<file path="config.mk">
export PLATFORM = sky130hd
export DESIGN_NAME = mem_stage
export DESIGN_NICKNAME = d
export VERILOG_FILES = /design/src/design/cpu_pkg.sv /design/src/design/cond_check.sv /design/src/design/mem_stage_decode.sv /design/src/design/mem_stage_ctrl.sv /design/src/design/mem_stage.sv
export SDC_FILE = /design/constraint.sdc
export NUM_CORES = 1
export LEC_CHECK = 0
export BUFFER_PORTS_ARGS = -buffer_cell sky130_fd_sc_hd__clkbuf_2
export CAP_MARGIN = 20
export CORE_AREA = 2 2 77 79
export DETAILED_ROUTE_END_ITERATION = 7
export DIE_AREA = 0 0 79 81
export HOLD_SLACK_MARGIN = 0.15
export PLACE_DENSITY = 0.94
export SLEW_MARGIN = 20
export SYNTH_ARGS = -nofsm -noshare
export SYNTH_HDL_FRONTEND = slang
export SYNTH_SLANG_ARGS = --single-unit
export TNS_END_PERCENT = 50
</file>
<file path="constraint.sdc">
create_clock -name clk -period 4.6 [get_ports clk]
set_input_delay 0.92 -clock clk [delete_from_list [all_inputs] [get_ports clk]]
set_output_delay 0.92 -clock clk [all_outputs]
set_load 0.03 [all_outputs]
</file>
<file path="src/design/cpu_pkg.sv">
package cpu_pkg;

    // widths that carry a meaning
    typedef logic [31:0] instr_t;
    typedef logic [6:0]  pc_t;
    typedef logic [3:0]  reg_idx_t;
    typedef logic [3:0]  cond_t;
    typedef logic [6:0]  opcode_t;
    typedef logic [11:0] imm12_t;
    typedef logic [2:0]  alu_op_t;

    // alu operation codes
    localparam alu_op_t ALU_ADD = 3'b000;
    localparam alu_op_t ALU_SUB = 3'b001;
    localparam alu_op_t ALU_AND = 3'b010;
    localparam alu_op_t ALU_ORR = 3'b011;
    localparam alu_op_t ALU_XOR = 3'b111;

    // compare shares its low nibble with no other writing op
    localparam logic [3:0] OP_CMP_LOW = 4'b1010;
    localparam opcode_t    OP_HALT    = 7'b0101010;

    // condition 1111 is never taken and marks a bubble
    localparam cond_t  COND_NEVER   = 4'b1111;
    localparam instr_t BUBBLE_INSTR = {COND_NEVER, 28'd0};

    // instruction field positions
    localparam int COND_HI   = 31;
    localparam int COND_LO   = 28;
    localparam int OPCODE_HI = 27;
    localparam int OPCODE_LO = 21;
    localparam int S_BIT     = 20;
    localparam int RN_HI     = 19;
    localparam int RN_LO     = 16;
    localparam int RD_HI     = 15;
    localparam int RD_LO     = 12;
    localparam int IMM12_HI  = 11;
    localparam int IMM12_LO  = 0;
    localparam int SHIFT_HI  = 6;
    localparam int SHIFT_LO  = 5;
    localparam int P_BIT     = 11;
    localparam int U_BIT     = 10;
    localparam int W_BIT     = 9;
    localparam int BOFF_HI   = 20;
    localparam int BOFF_LO   = 0;

    // flags in the status word
    localparam int FLAG_N = 31;
    localparam int FLAG_Z = 30;
    localparam int FLAG_C = 29;
    localparam int FLAG_V = 28;

endpackage

</file>
<file path="src/design/cond_check.sv">
`timescale 1ns/1ps

module cond_check (
    input  cpu_pkg::cond_t cond,
    input  logic           n,
    input  logic           z,
    input  logic           c,
    input  logic           v,
    output logic           taken
);
    import cpu_pkg::*;

    // arm condition table
    always_comb begin
        taken = 1'b0;
        case (cond)
            // eq, ne
            4'b0000: taken = z;
            4'b0001: taken = !z;
            // cs, cc
            4'b0010: taken = c;
            4'b0011: taken = !c;
            // mi, pl
            4'b0100: taken = n;
            4'b0101: taken = !n;
            // vs, vc
            4'b0110: taken = v;
            4'b0111: taken = !v;
            // hi, ls
            4'b1000: taken = c && !z;
            4'b1001: taken = !c || z;
            // ge, lt
            4'b1010: taken = (n == v);
            4'b1011: taken = (n != v);
            // gt, le
            4'b1100: taken = !z && (n == v);
            4'b1101: taken = z || (n != v);
            // al
            4'b1110: taken = 1'b1;
            COND_NEVER: taken = 1'b0;
        endcase
    end

endmodule

</file>
<file path="src/design/mem_stage_decode.sv">
`timescale 1ns/1ps

module mem_stage_decode (
    input  logic              clk,
    input  logic              rst_n,
    input  cpu_pkg::instr_t   instr_in,
    input  cpu_pkg::pc_t      pc_in,
    input  logic              branch_in,
    input  logic              branch_ref,
    output cpu_pkg::cond_t    cond,
    output cpu_pkg::opcode_t  opcode,
    output logic              en_status,
    output cpu_pkg::reg_idx_t rn,
    output cpu_pkg::reg_idx_t rd,
    output logic [1:0]        shift_op,
    output cpu_pkg::imm12_t   imm12,
    output logic [31:0]       imm_branch,
    output logic              P,
    output logic              U,
    output logic              W,
    output cpu_pkg::instr_t   instr_output,
    output cpu_pkg::pc_t      pc_out
);
    import cpu_pkg::*;

    instr_t stored_instr;
    pc_t    stored_pc;
    logic   stored_tag;
    logic   squash;
    instr_t eff_instr;

    // stage register holds the raw word plus the tag fetch stamped on it
    always_ff @(posedge clk or negedge rst_n) begin
        if (!rst_n) begin
            stored_instr <= BUBBLE_INSTR;
            stored_pc    <= '0;
            stored_tag   <= 1'b0;
        end else begin
            stored_instr <= instr_in;
            stored_pc    <= pc_in;
            stored_tag   <= branch_in;
        end
    end

    // fetched on a path that a branch or halt has since abandoned
    assign squash    = (stored_tag != branch_ref);
    assign eff_instr = squash ? BUBBLE_INSTR : stored_instr;

    assign instr_output = eff_instr;
    assign pc_out       = stored_pc;

    // field extraction
    assign cond      = eff_instr[COND_HI:COND_LO];
    assign opcode    = eff_instr[OPCODE_HI:OPCODE_LO];
    assign en_status = eff_instr[S_BIT];
    assign rn        = eff_instr[RN_HI:RN_LO];
    assign rd        = eff_instr[RD_HI:RD_LO];
    assign shift_op  = eff_instr[SHIFT_HI:SHIFT_LO];
    assign imm12     = eff_instr[IMM12_HI:IMM12_LO];
    assign P         = eff_instr[P_BIT];
    assign U         = eff_instr[U_BIT];
    assign W         = eff_instr[W_BIT];

    // branch offset sign-extended to a full word
    assign imm_branch = {{(31 - BOFF_HI){eff_instr[BOFF_HI]}}, eff_instr[BOFF_HI:BOFF_LO]};

    // a squashed slot must look like a bubble to the controller
    a_squash_is_bubble: assert property (
        @(posedge clk) disable iff (!rst_n)
        squash |-> (cond == COND_NEVER && opcode == '0 && !en_status)
    ) else $error("squashed instruction leaked fields");

endmodule

</file>
<file path="src/design/mem_stage_ctrl.sv">
`timescale 1ns/1ps

module mem_stage_ctrl (
    input  logic              clk,
    input  logic              rst_n,
    input  cpu_pkg::cond_t    cond,
    input  cpu_pkg::opcode_t  opcode,
    input  logic              en_status_dec,
    input  logic              P,
    input  logic              U,
    input  logic              W,
    input  logic [31:0]       status_reg,
    output logic              branch_ref,
    output logic              branch_ref_global,
    output logic [1:0]        sel_pc,
    output logic              sel_branch_imm,
    output logic              sel_A,
    output logic              sel_B,
    output cpu_pkg::alu_op_t  alu_op,
    output logic              sel_pre_indexed,
    output logic              en_status,
    output logic [1:0]        sel_w_addr1,
    output logic              w_en1,
    output logic              mem_w_en,
    output logic              is_halt
);
    import cpu_pkg::*;

    logic taken;
    logic is_normal;
    logic is_mem;
    logic is_branch;
    logic is_halt_op;

    cond_check u_cond_check (
        .cond  (cond),
        .n     (status_reg[FLAG_N]),
        .z     (status_reg[FLAG_Z]),
        .c     (status_reg[FLAG_C]),
        .v     (status_reg[FLAG_V]),
        .taken (taken)
    );

    // instruction classes in priority order
    assign is_normal  = !opcode[6] && (opcode[5:4] != 2'b10) && (cond != COND_NEVER);
    assign is_mem     = (opcode[6:5] == 2'b11) || (opcode[6:3] == 4'b1000);
    assign is_branch  = (opcode[6:3] == 4'b1001);
    assign is_halt_op = (opcode == OP_HALT);

    always_comb begin
        sel_pc            = 2'b00;
        sel_branch_imm    = 1'b0;
        sel_A             = 1'b0;
        sel_B             = 1'b0;
        alu_op            = ALU_ADD;
        sel_pre_indexed   = 1'b0;
        en_status         = 1'b0;
        sel_w_addr1       = 2'b00;
        w_en1             = 1'b0;
        mem_w_en          = 1'b0;
        is_halt           = 1'b0;
        branch_ref_global = branch_ref;

        if (is_normal) begin
            // operand bits say where a and b load from
            sel_A = !opcode[3];
            sel_B = !opcode[4];
            case (opcode[2:0])
                3'b000:  alu_op = ALU_ADD;
                3'b001:  alu_op = ALU_SUB;
                3'b010:  alu_op = ALU_SUB;
                3'b011:  alu_op = ALU_AND;
                3'b100:  alu_op = ALU_ORR;
                3'b101:  alu_op = ALU_XOR;
                default: alu_op = ALU_ADD;
            endcase
            en_status = en_status_dec;
            // compare only sets flags
            w_en1 = (opcode[3:0] != OP_CMP_LOW);
        end else if (is_mem) begin
            // base always from rn
            sel_A           = 1'b0;
            sel_B           = !opcode[3];
            sel_pre_indexed = P;
            alu_op          = U ? ALU_ADD : ALU_SUB;
            en_status       = en_status_dec;
            // base write-back
            if (W) begin
                sel_w_addr1 = 2'b10;
                w_en1       = 1'b1;
            end
            // opcode bit 4 marks a store
            mem_w_en = opcode[4];
        end else if (is_branch) begin
            if (taken) begin
                sel_pc            = 2'b11;
                branch_ref_global = !branch_ref;
            end
            if (opcode[0]) begin
                // target held in a register
                sel_A = 1'b1;
                sel_B = 1'b0;
            end else begin
                // pc relative
                sel_B          = 1'b1;
                sel_branch_imm = 1'b1;
            end
            // link
            if (opcode[1]) begin
                sel_w_addr1 = 2'b01;
                w_en1       = 1'b1;
            end
        end else if (is_halt_op) begin
            sel_pc            = 2'b01;
            is_halt           = 1'b1;
            branch_ref_global = !branch_ref;
        end
    end

    // branch reference flips on every redirect
    always_ff @(posedge clk or negedge rst_n) begin
        if (!rst_n) begin
            branch_ref <= 1'b0;
        end else begin
            branch_ref <= branch_ref_global;
        end
    end

    a_branch_no_store: assert property (
        @(posedge clk) disable iff (!rst_n)
        is_branch |-> !(w_en1 && mem_w_en)
    ) else $error("branch enabled both register and memory writes");

    a_halt_sel_pc: assert property (
        @(posedge clk) disable iff (!rst_n)
        is_halt |-> (sel_pc == 2'b01)
    ) else $error("halt without pc hold select");

endmodule

</file>
<file path="src/design/mem_stage.sv">
`timescale 1ns/1ps

module mem_stage (
    input  logic              clk,
    input  logic              rst_n,
    input  cpu_pkg::instr_t   instr_in,
    input  logic              branch_in,
    input  cpu_pkg::pc_t      pc_in,
    input  logic [31:0]       status_reg,
    // decoded fields
    output cpu_pkg::cond_t    cond,
    output cpu_pkg::opcode_t  opcode,
    output cpu_pkg::reg_idx_t rn,
    output cpu_pkg::reg_idx_t rd,
    output logic [1:0]        shift_op,
    output cpu_pkg::imm12_t   imm12,
    output logic [31:0]       imm_branch,
    output cpu_pkg::instr_t   instr_output,
    output cpu_pkg::pc_t      pc_out,
    // datapath selects
    output logic [1:0]        sel_pc,
    output logic              sel_branch_imm,
    output logic              sel_A,
    output logic              sel_B,
    output cpu_pkg::alu_op_t  alu_op,
    output logic              sel_pre_indexed,
    output logic              en_status,
    output logic [1:0]        sel_w_addr1,
    output logic              w_en1,
    output logic              mem_w_en,
    output logic              is_halt,
    // next tag for fetch
    output logic              branch_ref_global
);
    logic branch_ref;
    logic en_status_dec;
    logic p_bit;
    logic u_bit;
    logic w_bit;

    mem_stage_decode u_decode (
        .clk          (clk),
        .rst_n        (rst_n),
        .instr_in     (instr_in),
        .pc_in        (pc_in),
        .branch_in    (branch_in),
        .branch_ref   (branch_ref),
        .cond         (cond),
        .opcode       (opcode),
        .en_status    (en_status_dec),
        .rn           (rn),
        .rd           (rd),
        .shift_op     (shift_op),
        .imm12        (imm12),
        .imm_branch   (imm_branch),
        .P            (p_bit),
        .U            (u_bit),
        .W            (w_bit),
        .instr_output (instr_output),
        .pc_out       (pc_out)
    );

    mem_stage_ctrl u_ctrl (
        .clk               (clk),
        .rst_n             (rst_n),
        .cond              (cond),
        .opcode            (opcode),
        .en_status_dec     (en_status_dec),
        .P                 (p_bit),
        .U                 (u_bit),
        .W                 (w_bit),
        .status_reg        (status_reg),
        .branch_ref        (branch_ref),
        .branch_ref_global (branch_ref_global),
        .sel_pc            (sel_pc),
        .sel_branch_imm    (sel_branch_imm),
        .sel_A             (sel_A),
        .sel_B             (sel_B),
        .alu_op            (alu_op),
        .sel_pre_indexed   (sel_pre_indexed),
        .en_status         (en_status),
        .sel_w_addr1       (sel_w_addr1),
        .w_en1             (w_en1),
        .mem_w_en          (mem_w_en),
        .is_halt           (is_halt)
    );

endmodule

</file>
Word level (Yosys, flattened, before mapping):

Cells that the tools add are included.

* flip-flop bits (word level): 41
* latch bits: 0
* RAM bits: 0
* memory bits (read-only): 0
* memories kept: 0

* $add $sub $neg: 0
* multipliers: 0
* div/mod/pow operators: 0
* $lt $le $gt $ge: 0
* equality and inequality tests: 30
* shift operators: 0
* muxes and demuxes: 46
* bitwise operators: 0
* reductions and logical operators: 17

Operators with widths (number)
* $eq 4x4->1 const B: 10
* $mux 1: 33
* $mux 32: 1
* $eq 4x3->1 const B: 4
* $mux 2: 8
* $pmux 1 s16: 1
* $pmux 3 s4: 1
* $eq 4x2->1 const B: 2
* $logic_not 1->1: 8
* $ne 4x4->1 const B: 2
* $eq 7x6->1 const B: 1
* $eq 3x2->1 const B: 2
* $eq 3x3->1 const B: 2
* $mux 3: 2
* $eq 4x1->1 const B: 1
* $logic_and 1x1->1: 4
* $logic_not 4->1: 1
* $eq 3x1->1 const B: 1
* $logic_or 1x1->1: 3
* $eq 2x2->1 const B: 1
* $ne 1x1->1: 2
* $ne 2x2->1 const B: 1
* $reduce_or 2->1: 1
* $eq 1x1->1: 1

Depth between registers and ports, before layout:

Gate-level depths: netlist (run 1).

* depth after elaboration: 8
* mapped depth: 7

Cells and area by module:

From an unflattened synthesis (run 1), not the netlist that was laid out.

* cells, all modules: 215
* area, all modules: 2233.4 um2

Modules (own cells, without submodules)
* mem_stage_decode: instances 1, cells each 145, area an instance 1767.9 um2
* mem_stage_ctrl: instances 1, cells each 47, area an instance 310.3 um2
* cond_check: instances 1, cells each 23, area an instance 155.1 um2

Least setup slack after synthesis (run 1):

No wires, ideal clock.

* path type: in2out
* from: input status_reg[31]
* to: output branch_ref_global
* data arrival time: 2.332 ns
* required time: 3.680 ns
* slack: 1.348 ns
* stages: 6
* path buffers: 0
* cell sequence: xor2_1 -> a211oi_1 -> o21a_1 -> o21ai_0 -> a41o_1 -> a32oi_1

* word-level cells in the longest chain between the ends: 7

Ends and longest elaborated chain
* from (decl): RTL line mem_stage.sv:9 `input logic [31:0] status_reg,`
* $ne 1x1->1 or $eq 1x1->1 (tied branches)
* $logic_or 1x1->1 or $logic_and 1x1->1 (tied branches): RTL line cond_check.sv:37, cond_check.sv:36
* $pmux 1 s16 *: RTL line cond_check.sv:16 `case (cond)`
* $mux 1 *: RTL line mem_stage_ctrl.sv:95 `if (taken) begin`
* $mux 1 *: RTL line mem_stage_ctrl.sv:94 `end else if (is_branch) begin`
* $mux 1 *: RTL line mem_stage_ctrl.sv:80 `end else if (is_mem) begin`
* $mux 1 *: RTL line mem_stage_ctrl.sv:64 `if (is_normal) begin`
* to (decl): RTL line mem_stage.sv:33 `output logic branch_ref_global`

Mark *: on every way between the ends. The rest lies on a longest branch, timed or not.

Worst setup path after layout (run 1):

* from: register u_ctrl.branch_ref
* to: output branch_ref_global

* word-level cells in the longest chain between the ends: 8

Ends and longest elaborated chain
* from (decl): RTL line mem_stage_ctrl.sv:13 `output logic branch_ref,`
* from (signal assigned): RTL line mem_stage_ctrl.sv:125 `branch_ref <= branch_ref_global;`
* $ne 1x1->1: RTL line mem_stage_decode.sv:46 `assign squash = (stored_tag != branch_ref);`
* $mux 32: RTL line mem_stage_decode.sv:47 `assign eff_instr = squash ? BUBBLE_INSTR : stored_instr;`
* $eq 4x4->1 (tied with other cells): RTL line cond_check.sv:16
* $pmux 1 s16: RTL line cond_check.sv:16
* $mux 1: RTL line mem_stage_ctrl.sv:95
* $mux 1: RTL line mem_stage_ctrl.sv:94
* $mux 1: RTL line mem_stage_ctrl.sv:80
* $mux 1 *: RTL line mem_stage_ctrl.sv:64

Marked as above.

==> impl.org, run 1 <==
** Run status
- Run status :: complete, no violations

** Synth
- When the netlist entered floorplanning its net count stood at 299.
- Synth cell types :: 33
- Netlist area before placement :: 0.00222 mm2
- Leading post-synthesis cells by cell area :: sky130_fd_sc_hd__dfrtp_1 42%, sky130_fd_sc_hd__buf_4 24%, sky130_fd_sc_hd__and2_1 8.2%, sky130_fd_sc_hd__dfstp_2 4.7%, sky130_fd_sc_hd__nor2_1 2.2%
- Synth Area per Inst :: just under 10 um2
- Warnings from Yosys :: 0
- The share of the Yosys chip area taken by registers is 0.464.
- Yosys reg bits :: 41
- Of the post-synthesis cell area, the dominant cell type holds 0.416.
- In the synthesized netlist, the number of instances is between 200 and 250.
- The largest total area in the synthesized netlist belongs to sky130_fd_sc_hd__dfrtp_1.

** Route
- Number of violations reported at the end of detailed-routing iteration 0 :: 67
- Before antenna repair, the detailed router went through 4 iterations.
- Wires add up to 4950 um.
- Top routing layer used :: met4
- Post-detailed-route DRC marker count :: 0
- In this run the remaining antenna-violating nets after routing total 0.
- Routed wirelength normalized by instance count :: ~12 um
- DR vias/cell :: roughly 4.4
- WL met2 :: 2440 um
- In the final routing, the length of wire on met1 measures 1900 um.
- Overall via count from detail_route :: 1749
- After detailed routing, the met3 layer carries between 500 and 600 um of wire.

** Cells and area
- Compared with the post-synthesis result, the final layout area differs by 22.4%.
- Antenna diode count :: 0
- After filler insertion, the fill cell instance count of the layout stands at ~540.
- Area of all placed cells without fillers :: 0.00272 mm2
- Ratio of cells with drive above 1 in the final layout :: 0.566
- Registers take around 0.0010 mm2.
- Total area of multi-input combinational cells :: 626 um2
- Final Net Count :: 398
- Most frequent cells in the layout :: 164 x sky130_fd_sc_hd__clkbuf_2, 37 x sky130_fd_sc_hd__dfrtp_1, 29 x sky130_fd_sc_hd__and2_1
- Leaving out fill and tap cells, the most frequent cell in the layout is sky130_fd_sc_hd__clkbuf_2.

** Global routing
- Total GRT Usage :: 0.148
- Largest net degree at the start of global routing :: 42
- First-pass GRT wire length :: 7360 um
- Leftover overflow at the end of global routing :: 0
- Number of global-route vias before repair :: around 1600
- Antenna violations before repair :: 0

** Worst setup path
- End of the worst register-to-register path :: u_ctrl.branch_ref
- Master of the slowest instance on the critical path :: sky130_fd_sc_hd__xnor2_2
- The worst setup path is of the reg2out kind.
- Reg2reg path depth :: 7
- Arrival time worst endpoint :: between 2 and 3 ns
- Type of element capturing the critical path :: output pin
- The worst setup path is launched from a register.
- For the worst setup path, the data required time is about 3.7 ns.
- Launching element of the worst setup path :: u_ctrl.branch_ref
- Maximum cell stage delay along the critical path :: 0.76 ns
- The number of buffers and inverters on the critical path is 1.
- The kind of cell with the highest combined delay along the critical path is XOR/XNOR gates.
- Reg-to-Reg Start :: u_ctrl.branch_ref
- Largest fanout on the critical path :: 23
- For flop-to-flop paths, the worst setup slack is 2.17 ns.
- Traced cell by cell, the critical path runs through xnor2_2, and2_1, and3_4, o21ai_2, a41o_1, a32oi_1, clkbuf_2.

** Floorplan
- Die Y-Extent :: 81 um
- IO Pins :: 194
- In this run the standard cell core region covers 0.00568 mm2.
- Site Rows :: 28
- Initial core utilization :: 0.392
- In this run the horizontal extent of the chip is 79 um.
- DIE AREA :: 0.00640 mm2

** Pwr
- The worst-case IR drop observed on VDD is 0.343 mV.
- Total power :: ~1700 uW
- In this run the static leakage power is 0.00154 uW.
- For this design the ratio of total power to cell area is roughly 630 mW/mm2.

** Clock tree
- In this run the number of H-tree levels came out at 2.
- Counting along the longest clock path gives a buffer depth of 2.
- Post-CTS repair changed the size of 0 cells.
- Number of buffers inserted for hold repair after clock tree synthesis :: 0
- The tree is rooted in a sky130_fd_sc_hd__clkbuf_8.
- Total CTS buffers :: 5
- Clock transition at the register clock pins on the worst setup and hold paths after CTS :: 0.08 ns
- In this run the post-CTS setup repair buffer count came out at 0.
- TritonCTS built the clock tree.
- Counting every sink on the clock net gives 41.
- Insertion delay of the later-clocked pin in the worst-skew pair :: slightly below 0.3 ns

** Timing
- The final-report max-slew violation count was 0.
- Setup clock skew after layout :: 0.00404 ns
- Max_slew headroom :: 0.379
- Peak clock frequency supported by timing :: between 200 and 300 MHz
- Share of the clock period used by the worst path after layout :: 0.824
- Total Neg Setup Slack :: 0 ns
- Shortest period the worst path allows :: 3.79 ns
- Total setup violations reported at the end of the flow :: 0
- Worst-margin pin slew :: 0.928 ns
- Unrepaired setup endpoints after global routing :: no
- Across all setup checks in the final design, the least slack found is 0.810 ns.
- Final Hold Fails :: 0

** Placement
- Global placement routability congestion :: 0.750
- Number of port buffers :: approximately 170
- Post-place setup slack :: 1.08 ns
- Cell area after placement :: 0.00261 mm2
- The HPWL after detailed placement is 3990 um.

** Worst hold path
- Hold Path Sink :: u_ctrl.branch_ref
- Hold depth :: 1
- The startpoint identified for the worst hold timing path is u_ctrl.branch_ref.
- The worst hold path belongs to the class reg2reg.

** Run
- Max-cap violations :: 0
[cell type report]
| cell class | instances | share of cell area |
|---|---|---|
| Clock buffer | 6 | 0.0267 |
| Clock inverter | 2 | 0.0143 |
| Inverter | 7 | 0.00966 |
| Multi-Input combinational cell | 103 | 0.230 |
| Sequential cell | 41 | 0.379 |
| Tap cell | 75 | 0.0345 |
| Timing Repair Buffer | 166 | 0.306 |
[layer usage]
layer  GRT usage  vias to the layer above
li1            -                      850
met1       0.171                      776
met2       0.262                      117
met3      0.0422                        6
met4      0.0586                        0
met5           0                        -
[cells by family after synthesis]
group	synth area share
buf+inv	0.255
xor+xnor	0.0191
compound gates	0.0619
mux	0.00506
simple gates	0.195
flops	0.464
[stage by stage]
step / utilization / hold slack [ns] / std cells
finish: 0.479 / 0.638 / 400
global route: 0.479 / 0.672 / 400
CTS: 0.479 / 0.635 / 400
detailed placement: 0.460 / 0.623 / 392
global placement: 0.460 / 0.611 / 392
floorplan: - / 0.624 / 225
[synthesized netlist by cell type, drive strengths merged]
cell    number
nand2b       6
nand3        3
o22ai        1
nor2        13
dfstp        4
a32oi        1
buf         70
nor3         2
nor4b        1
or3          1
xnor2        1
clkbuf       4
mux2         1
o21ai        6
a21oi        5
nor2b        2
and2        31
o21a         3
nand2       10
a211oi       2
and3         3
xor2         3
dfrtp       37
or4          1
a21boi       1
inv          7
nand3b       1
nand4        3
a41o         1
o31a         1
[registers in the layout, summed over array words and instances, names as in the netlist]
register / count
u_decode.pc_out: 7
u_ctrl.branch_ref: 1
u_decode.stored_tag: 1
u_decode.stored_instr: 32
[report_power, final]
part,switching [uW],total [uW],internal (uW)
sequential,17.5,401,384
clock,120,283,163
combinational,787,1040,256
total,925,1730,802
[worst max path at each step]
stage / endpoint / slack (ns) / depth (start not counted)
floorplan: branch_ref_global / 1.35 / 6
global placement: branch_ref_global / 1.12 / 7
detailed placement: branch_ref_global / 1.08 / 7
CTS: branch_ref_global / 0.75 / 7
global route: branch_ref_global / 0.58 / 7
finish: branch_ref_global / 0.81 / 7
Power figures use the tool's default switching activity.
==> run 2: changes to the inputs <==
--- a/config.mk
+++ b/config.mk
@@ -5,13 +5,14 @@
 export SDC_FILE = /design/constraint.sdc
 export NUM_CORES = 1
 export LEC_CHECK = 0
+export ABC_AREA = 1
 export BUFFER_PORTS_ARGS = -buffer_cell sky130_fd_sc_hd__clkbuf_2
 export CAP_MARGIN = 20
-export CORE_AREA = 2 2 77 79
+export CORE_AREA = 2 2 85 87
 export DETAILED_ROUTE_END_ITERATION = 7
-export DIE_AREA = 0 0 79 81
+export DIE_AREA = 0 0 87 89
 export HOLD_SLACK_MARGIN = 0.15
-export PLACE_DENSITY = 0.94
+export PLACE_DENSITY = 0.85
 export SLEW_MARGIN = 20
 export SYNTH_ARGS = -nofsm -noshare
 export SYNTH_HDL_FRONTEND = slang
==> constraint.sdc (replaced) <==
create_clock -name clk -period 3.4 [get_ports clk]
set_input_delay 0.68 -clock clk [delete_from_list [all_inputs] [get_ports clk]]
set_output_delay 0.68 -clock clk [all_outputs]
set_load 0.03 [all_outputs]
==> run 2 against run 1 <==
Core utilization is 5.7 points lower. Global-route usage is 0.86 points lower. Synthesized area is 5.1% higher. First-iteration DRC count is 37% higher. Clock skew is 0.0021 ns higher. Via count is 11% higher. Setup slack worse by 0.40 ns. Combinational power is 25% higher. Count of clock-buffer cells in the layout is 1 higher. Register-to-register slack worse by 0.67 ns. Critical endpoint unchanged.
==> impl.org, run 2 <==
** Timing
- Total Neg Setup Slack :: 0 ns (unchanged)
- The final-report max-slew violation count came to 0 (unchanged).
- Final Hold Fails :: 0 (unchanged)
- Total setup violations reported at the end of the flow :: 0 (unchanged)
- Hold Slack :: 0.476 ns (-0.162 ns)
- Setup clock skew after layout :: 0.00612 ns (+0.00208 ns)
- The routed design could run at a clock period as short as 2.99 ns.
- The worst slew margin relative to its limit came to 0.408 (+0.0290).
- Share of the clock period used by the worst path after layout :: 0.879
- Unrepaired setup endpoints after global routing :: no
- The slew of the pin with the lowest slew margin was 0.889 ns (-0.0390 ns).
- Peak clock frequency supported by timing :: 335 MHz

** Global routing
- Leftover overflow at the end of global routing :: 0 (unchanged)
- The initial antenna violation count was 0 (unchanged).
- First-pass GRT wire length :: 8290 um (+13%)
- Total GRT Usage :: 0.140 (-0.00859)
- Largest net degree at the start of global routing :: 42 (unchanged)
- The number of global-route vias before repair is 1742 (+12%).

** Route
- Number of violations reported at the end of detailed-routing iteration 0 :: 92 (+37%)
- DRT antenna net count :: 0 (unchanged)
- The post-route DRC violation count came to 0 (unchanged).
- DR vias/cell :: 4.29 (-1.8%)
- The final wirelength was 5630 um (+14%).
- The number of detailed-routing iterations run before antenna repair was 4 (unchanged).
- The via count came to 1949 (+11%).
- Routed wirelength normalized by instance count :: 12.4 um (+0.26%)

** Worst setup path
- The worst setup path is captured at an output pin.
- Critical path, cell by cell :: inv_1, nand2_2, nand2_4, inv_8, nor2_4, nand4_2, a31oi_1, nand2_2, nand2_2, nand2_1, nand2_1, clkbuf_2
- The data required time of the critical path was 2.72 ns (-0.96 ns).
- The worst setup path is of the reg2out kind.
- Arrival time worst endpoint :: 2.31 ns (-0.56 ns)
- The cell that appears most often on the critical path is sky130_fd_sc_hd__nand2_2.
- Maximum cell stage delay along the critical path :: 0.41 ns (-0.35 ns)
- The worst setup path is launched from a register.
- The maximum fanout count along the critical path was 27 (+17%).
- Master of the slowest instance on the critical path :: sky130_fd_sc_hd__dfrtp_1

** Pwr
- The cell leakage power was 0.00177 uW (+15%).
- The switching power is 1170 uW (+27%).
- Power Density :: 782 mW/mm2 (+23%)
- Combinational Power Share :: 0.584 (-0.020)
- Maximum vdd drop :: 0.344 mV (+0.26%)
- Sequential share of power :: 0.240 (+0.008)
- Pint :: 1050 uW (+31%)
- The fraction of power spent switching nets came to 0.527 (-0.00814).
- Clock share of power :: 0.176 (+0.012)

** Synth
- For this run, the leading register cell type out of synthesis is sky130_fd_sc_hd__dfrtp_1.
- The average cell area after synthesis is 8.56 um2 (-13%).
- Top post-synthesis cells by count :: 69 x sky130_fd_sc_hd__buf_4, 45 x sky130_fd_sc_hd__inv_1, 37 x sky130_fd_sc_hd__dfrtp_1, 34 x sky130_fd_sc_hd__nor2_1, 26 x sky130_fd_sc_hd__nand2_1
- The number of warnings printed during yosys synthesis was 0 (unchanged).
- The sequential share of the synthesized area is 0.441 (-0.0224).
- The share of synthesized registers carrying an async set or reset is 1.00 (unchanged).
- Most area-hungry cell type in the Yosys netlist :: sky130_fd_sc_hd__dfrtp_1
- Yosys reg bits :: 41 (unchanged)
- Post-synth EDFFs :: 0 (unchanged)
- The net count after synthesis came to 347 (+16%).
- The count of mapped cells out of synthesis came to 273 (+21%).
- The distinct cell type count of the synthesized netlist came to 31 (-6.1%).
- Netlist area before placement :: 0.00234 mm2 (+5.1%)
- The portion of synthesized cell area occupied by the leading cell type was 0.396 (-0.0201).
- Most frequent cell after synthesis :: sky130_fd_sc_hd__buf_4
- In the post-synthesis netlist, the biggest area contributors are sky130_fd_sc_hd__dfrtp_1 40%, sky130_fd_sc_hd__buf_4 22%, sky130_fd_sc_hd__inv_1 7.2%, sky130_fd_sc_hd__nor2_1 5.5%, sky130_fd_sc_hd__dfstp_2 4.5%.

** Cells and area
- Commonest non-fill, non-tap cell in the layout :: sky130_fd_sc_hd__clkbuf_2
- Leaving out fill and tap cells, the most frequent cells in the layout are 164 x sky130_fd_sc_hd__clkbuf_2, 45 x sky130_fd_sc_hd__inv_1, 37 x sky130_fd_sc_hd__dfrtp_1.
- The antenna diode count is 0 (unchanged).
- Biggest register :: u_decode.stored_instr
- The layout cell share with drive strength beyond 1 is 0.529 (-0.0367).
- Final Net Count :: 447 (+12%)
- Layout Area Growth over Synthesis :: 21.6%
- Number of flip-flops under the largest register name :: 32 (unchanged)
- Number of non-filler instances in the completed layout :: 454 (+14%)

** Clock tree
- Number of buffers inserted for hold repair after clock tree synthesis :: 0 (unchanged)
- In this run the clock root is driven by a sky130_fd_sc_hd__clkbuf_8.
- Insertion delay of the later-clocked pin in the worst-skew pair :: 0.28 ns (about the same)
- Sinks on Clock Net :: 41 (unchanged)
- Number of levels in the clock H-tree :: 2 (unchanged)
- Clock transition at the register clock pins on the worst setup and hold paths after CTS :: 0.07 ns (about the same)
- The post-cts gate resize count was 0 (unchanged).
- CTS tree :: yes
- Post-CTS setup-driven buffer insertion count :: 0 (unchanged)
- Total CTS buffers :: 5 (unchanged)
- Deepest clock path buffer count :: 2 (unchanged)

** Floorplan
- The x dimension of the die was 87 um (+10%).
- Die Y-Extent :: 89 um (+9.9%)
- IO Pins :: 194 (unchanged)
- The effective utilization at floorplan came to 0.348 (-0.0441).
- The number of placement rows was 30 (+7.1%).
- The core area was 0.00672 mm2 (+18%).
- The area enclosed by the die boundary came to 0.00774 mm2 (+21%).

** Run
- Max-cap violations :: 0 (unchanged)

** Placement
- The count of buffers from port buffering came to 165 (unchanged).
- Global placement routability congestion :: 0.745 (-0.71%)
- The detailed placement HPWL was 4690 um (+18%).
- The instance count after placement with tap cells included came to 446 (+14%).

** Worst hold path
- The path class of the tightest hold or removal check is in2reg.

** Run status
- Run status :: complete, no violations
==> run 2: cell types whose count changed in the layout (fill, tap and decap cells not counted), moves of 3 or more <==
cell / delta
sky130_fd_sc_hd__inv_1: +38
sky130_fd_sc_hd__and2_1: -29
sky130_fd_sc_hd__nor2_1: +21
sky130_fd_sc_hd__nand2_1: +16
sky130_fd_sc_hd__nand3_1: +12
sky130_fd_sc_hd__nand2b_1: -6
sky130_fd_sc_hd__nand2_2: +5
sky130_fd_sc_hd__nor2_2: +5
sky130_fd_sc_hd__nor2_4: +4
sky130_fd_sc_hd__a21oi_1: -3
sky130_fd_sc_hd__o21a_1: -3
sky130_fd_sc_hd__o21ai_0: -3
==> run 2: worst paths after layout <==
check	startpoint	to	slack [ns]	cells after the start
max	u_ctrl.branch_ref	branch_ref_global	0.41	12
min	instr_in[29]	u_decode.stored_instr[29]	0.48	1
max reg2reg	u_ctrl.branch_ref	u_ctrl.branch_ref	1.50	10
min reg2reg	u_ctrl.branch_ref	u_ctrl.branch_ref	0.61	2
max in group asynchronous	rst_n	u_decode.stored_instr[20]	2.33	1
min in group asynchronous	rst_n	u_decode.stored_instr[17]	0.52	1
==> run 2: per-layer routing <==
metal,up-vias,global-route usage,part of all wire
li1,956,-,-
met1,883,0.168,0.39
met2,99,0.240,0.51
met3,11,0.0332,0.073
met4,0,0.0597,0.028
met5,-,0,0
==> run 2: kinds of logic (layout without fill, tap and decap cells) <==
| family | after synthesis | after routing | synth area share |
|---|---|---|---|
| AND/OR/NAND/NOR | 99 | 99 | 0.209 |
| flip-flops | 41 | 41 | 0.441 |
| buffers and inverters | 120 | 221 | 0.311 |
| XOR/XNOR | 1 | 1 | 0.00375 |
| AO/OA/AOI/OAI | 12 | 12 | 0.0354 |
==> run 2: final cells by class <==
type	count	area (um2)
fill	671	3880
sequential	41	1030
timing repair buffer	165	826
multi-input combinational	112	579
inverter	48	188
tap	80	100
clock buffer	7	86.3
clock inverter	1	30.0
==> run 2: metrics by stage <==
stage | area, um2 | utilization | power (uW) | worst slack (ns)
2_1_floorplan | 2340 | - | 1720 | 0.691
3_3_place_gp | 2720 | 0.405 | 1830 | 0.721
3_5_place_dp | 2720 | 0.405 | 1850 | 0.687
4_1_cts | 2840 | 0.423 | 2250 | 0.369
5_1_grt | 2840 | 0.423 | 2350 | 0.160
6_report | 2840 | 0.423 | 2220 | 0.412
==> run 2: critical path, delay by kind of cell, from the launching register on <==
kind            cells  cell delay [ns]
simple gates        8             0.94
buf+inv             3             0.45
flops               1             0.41
compound gates      1             0.23
==> run 2: power by group through the flow <==
stage | clock (uW) | combinational, uW | sequential [uW]
3_3_place_gp | 0 | 1290 | 540
5_1_grt | 432 | 1380 | 535
6_report | 392 | 1300 | 532
4_1_cts | 409 | 1310 | 532
2_1_floorplan | 0 | 1170 | 548
3_5_place_dp | 0 | 1310 | 542
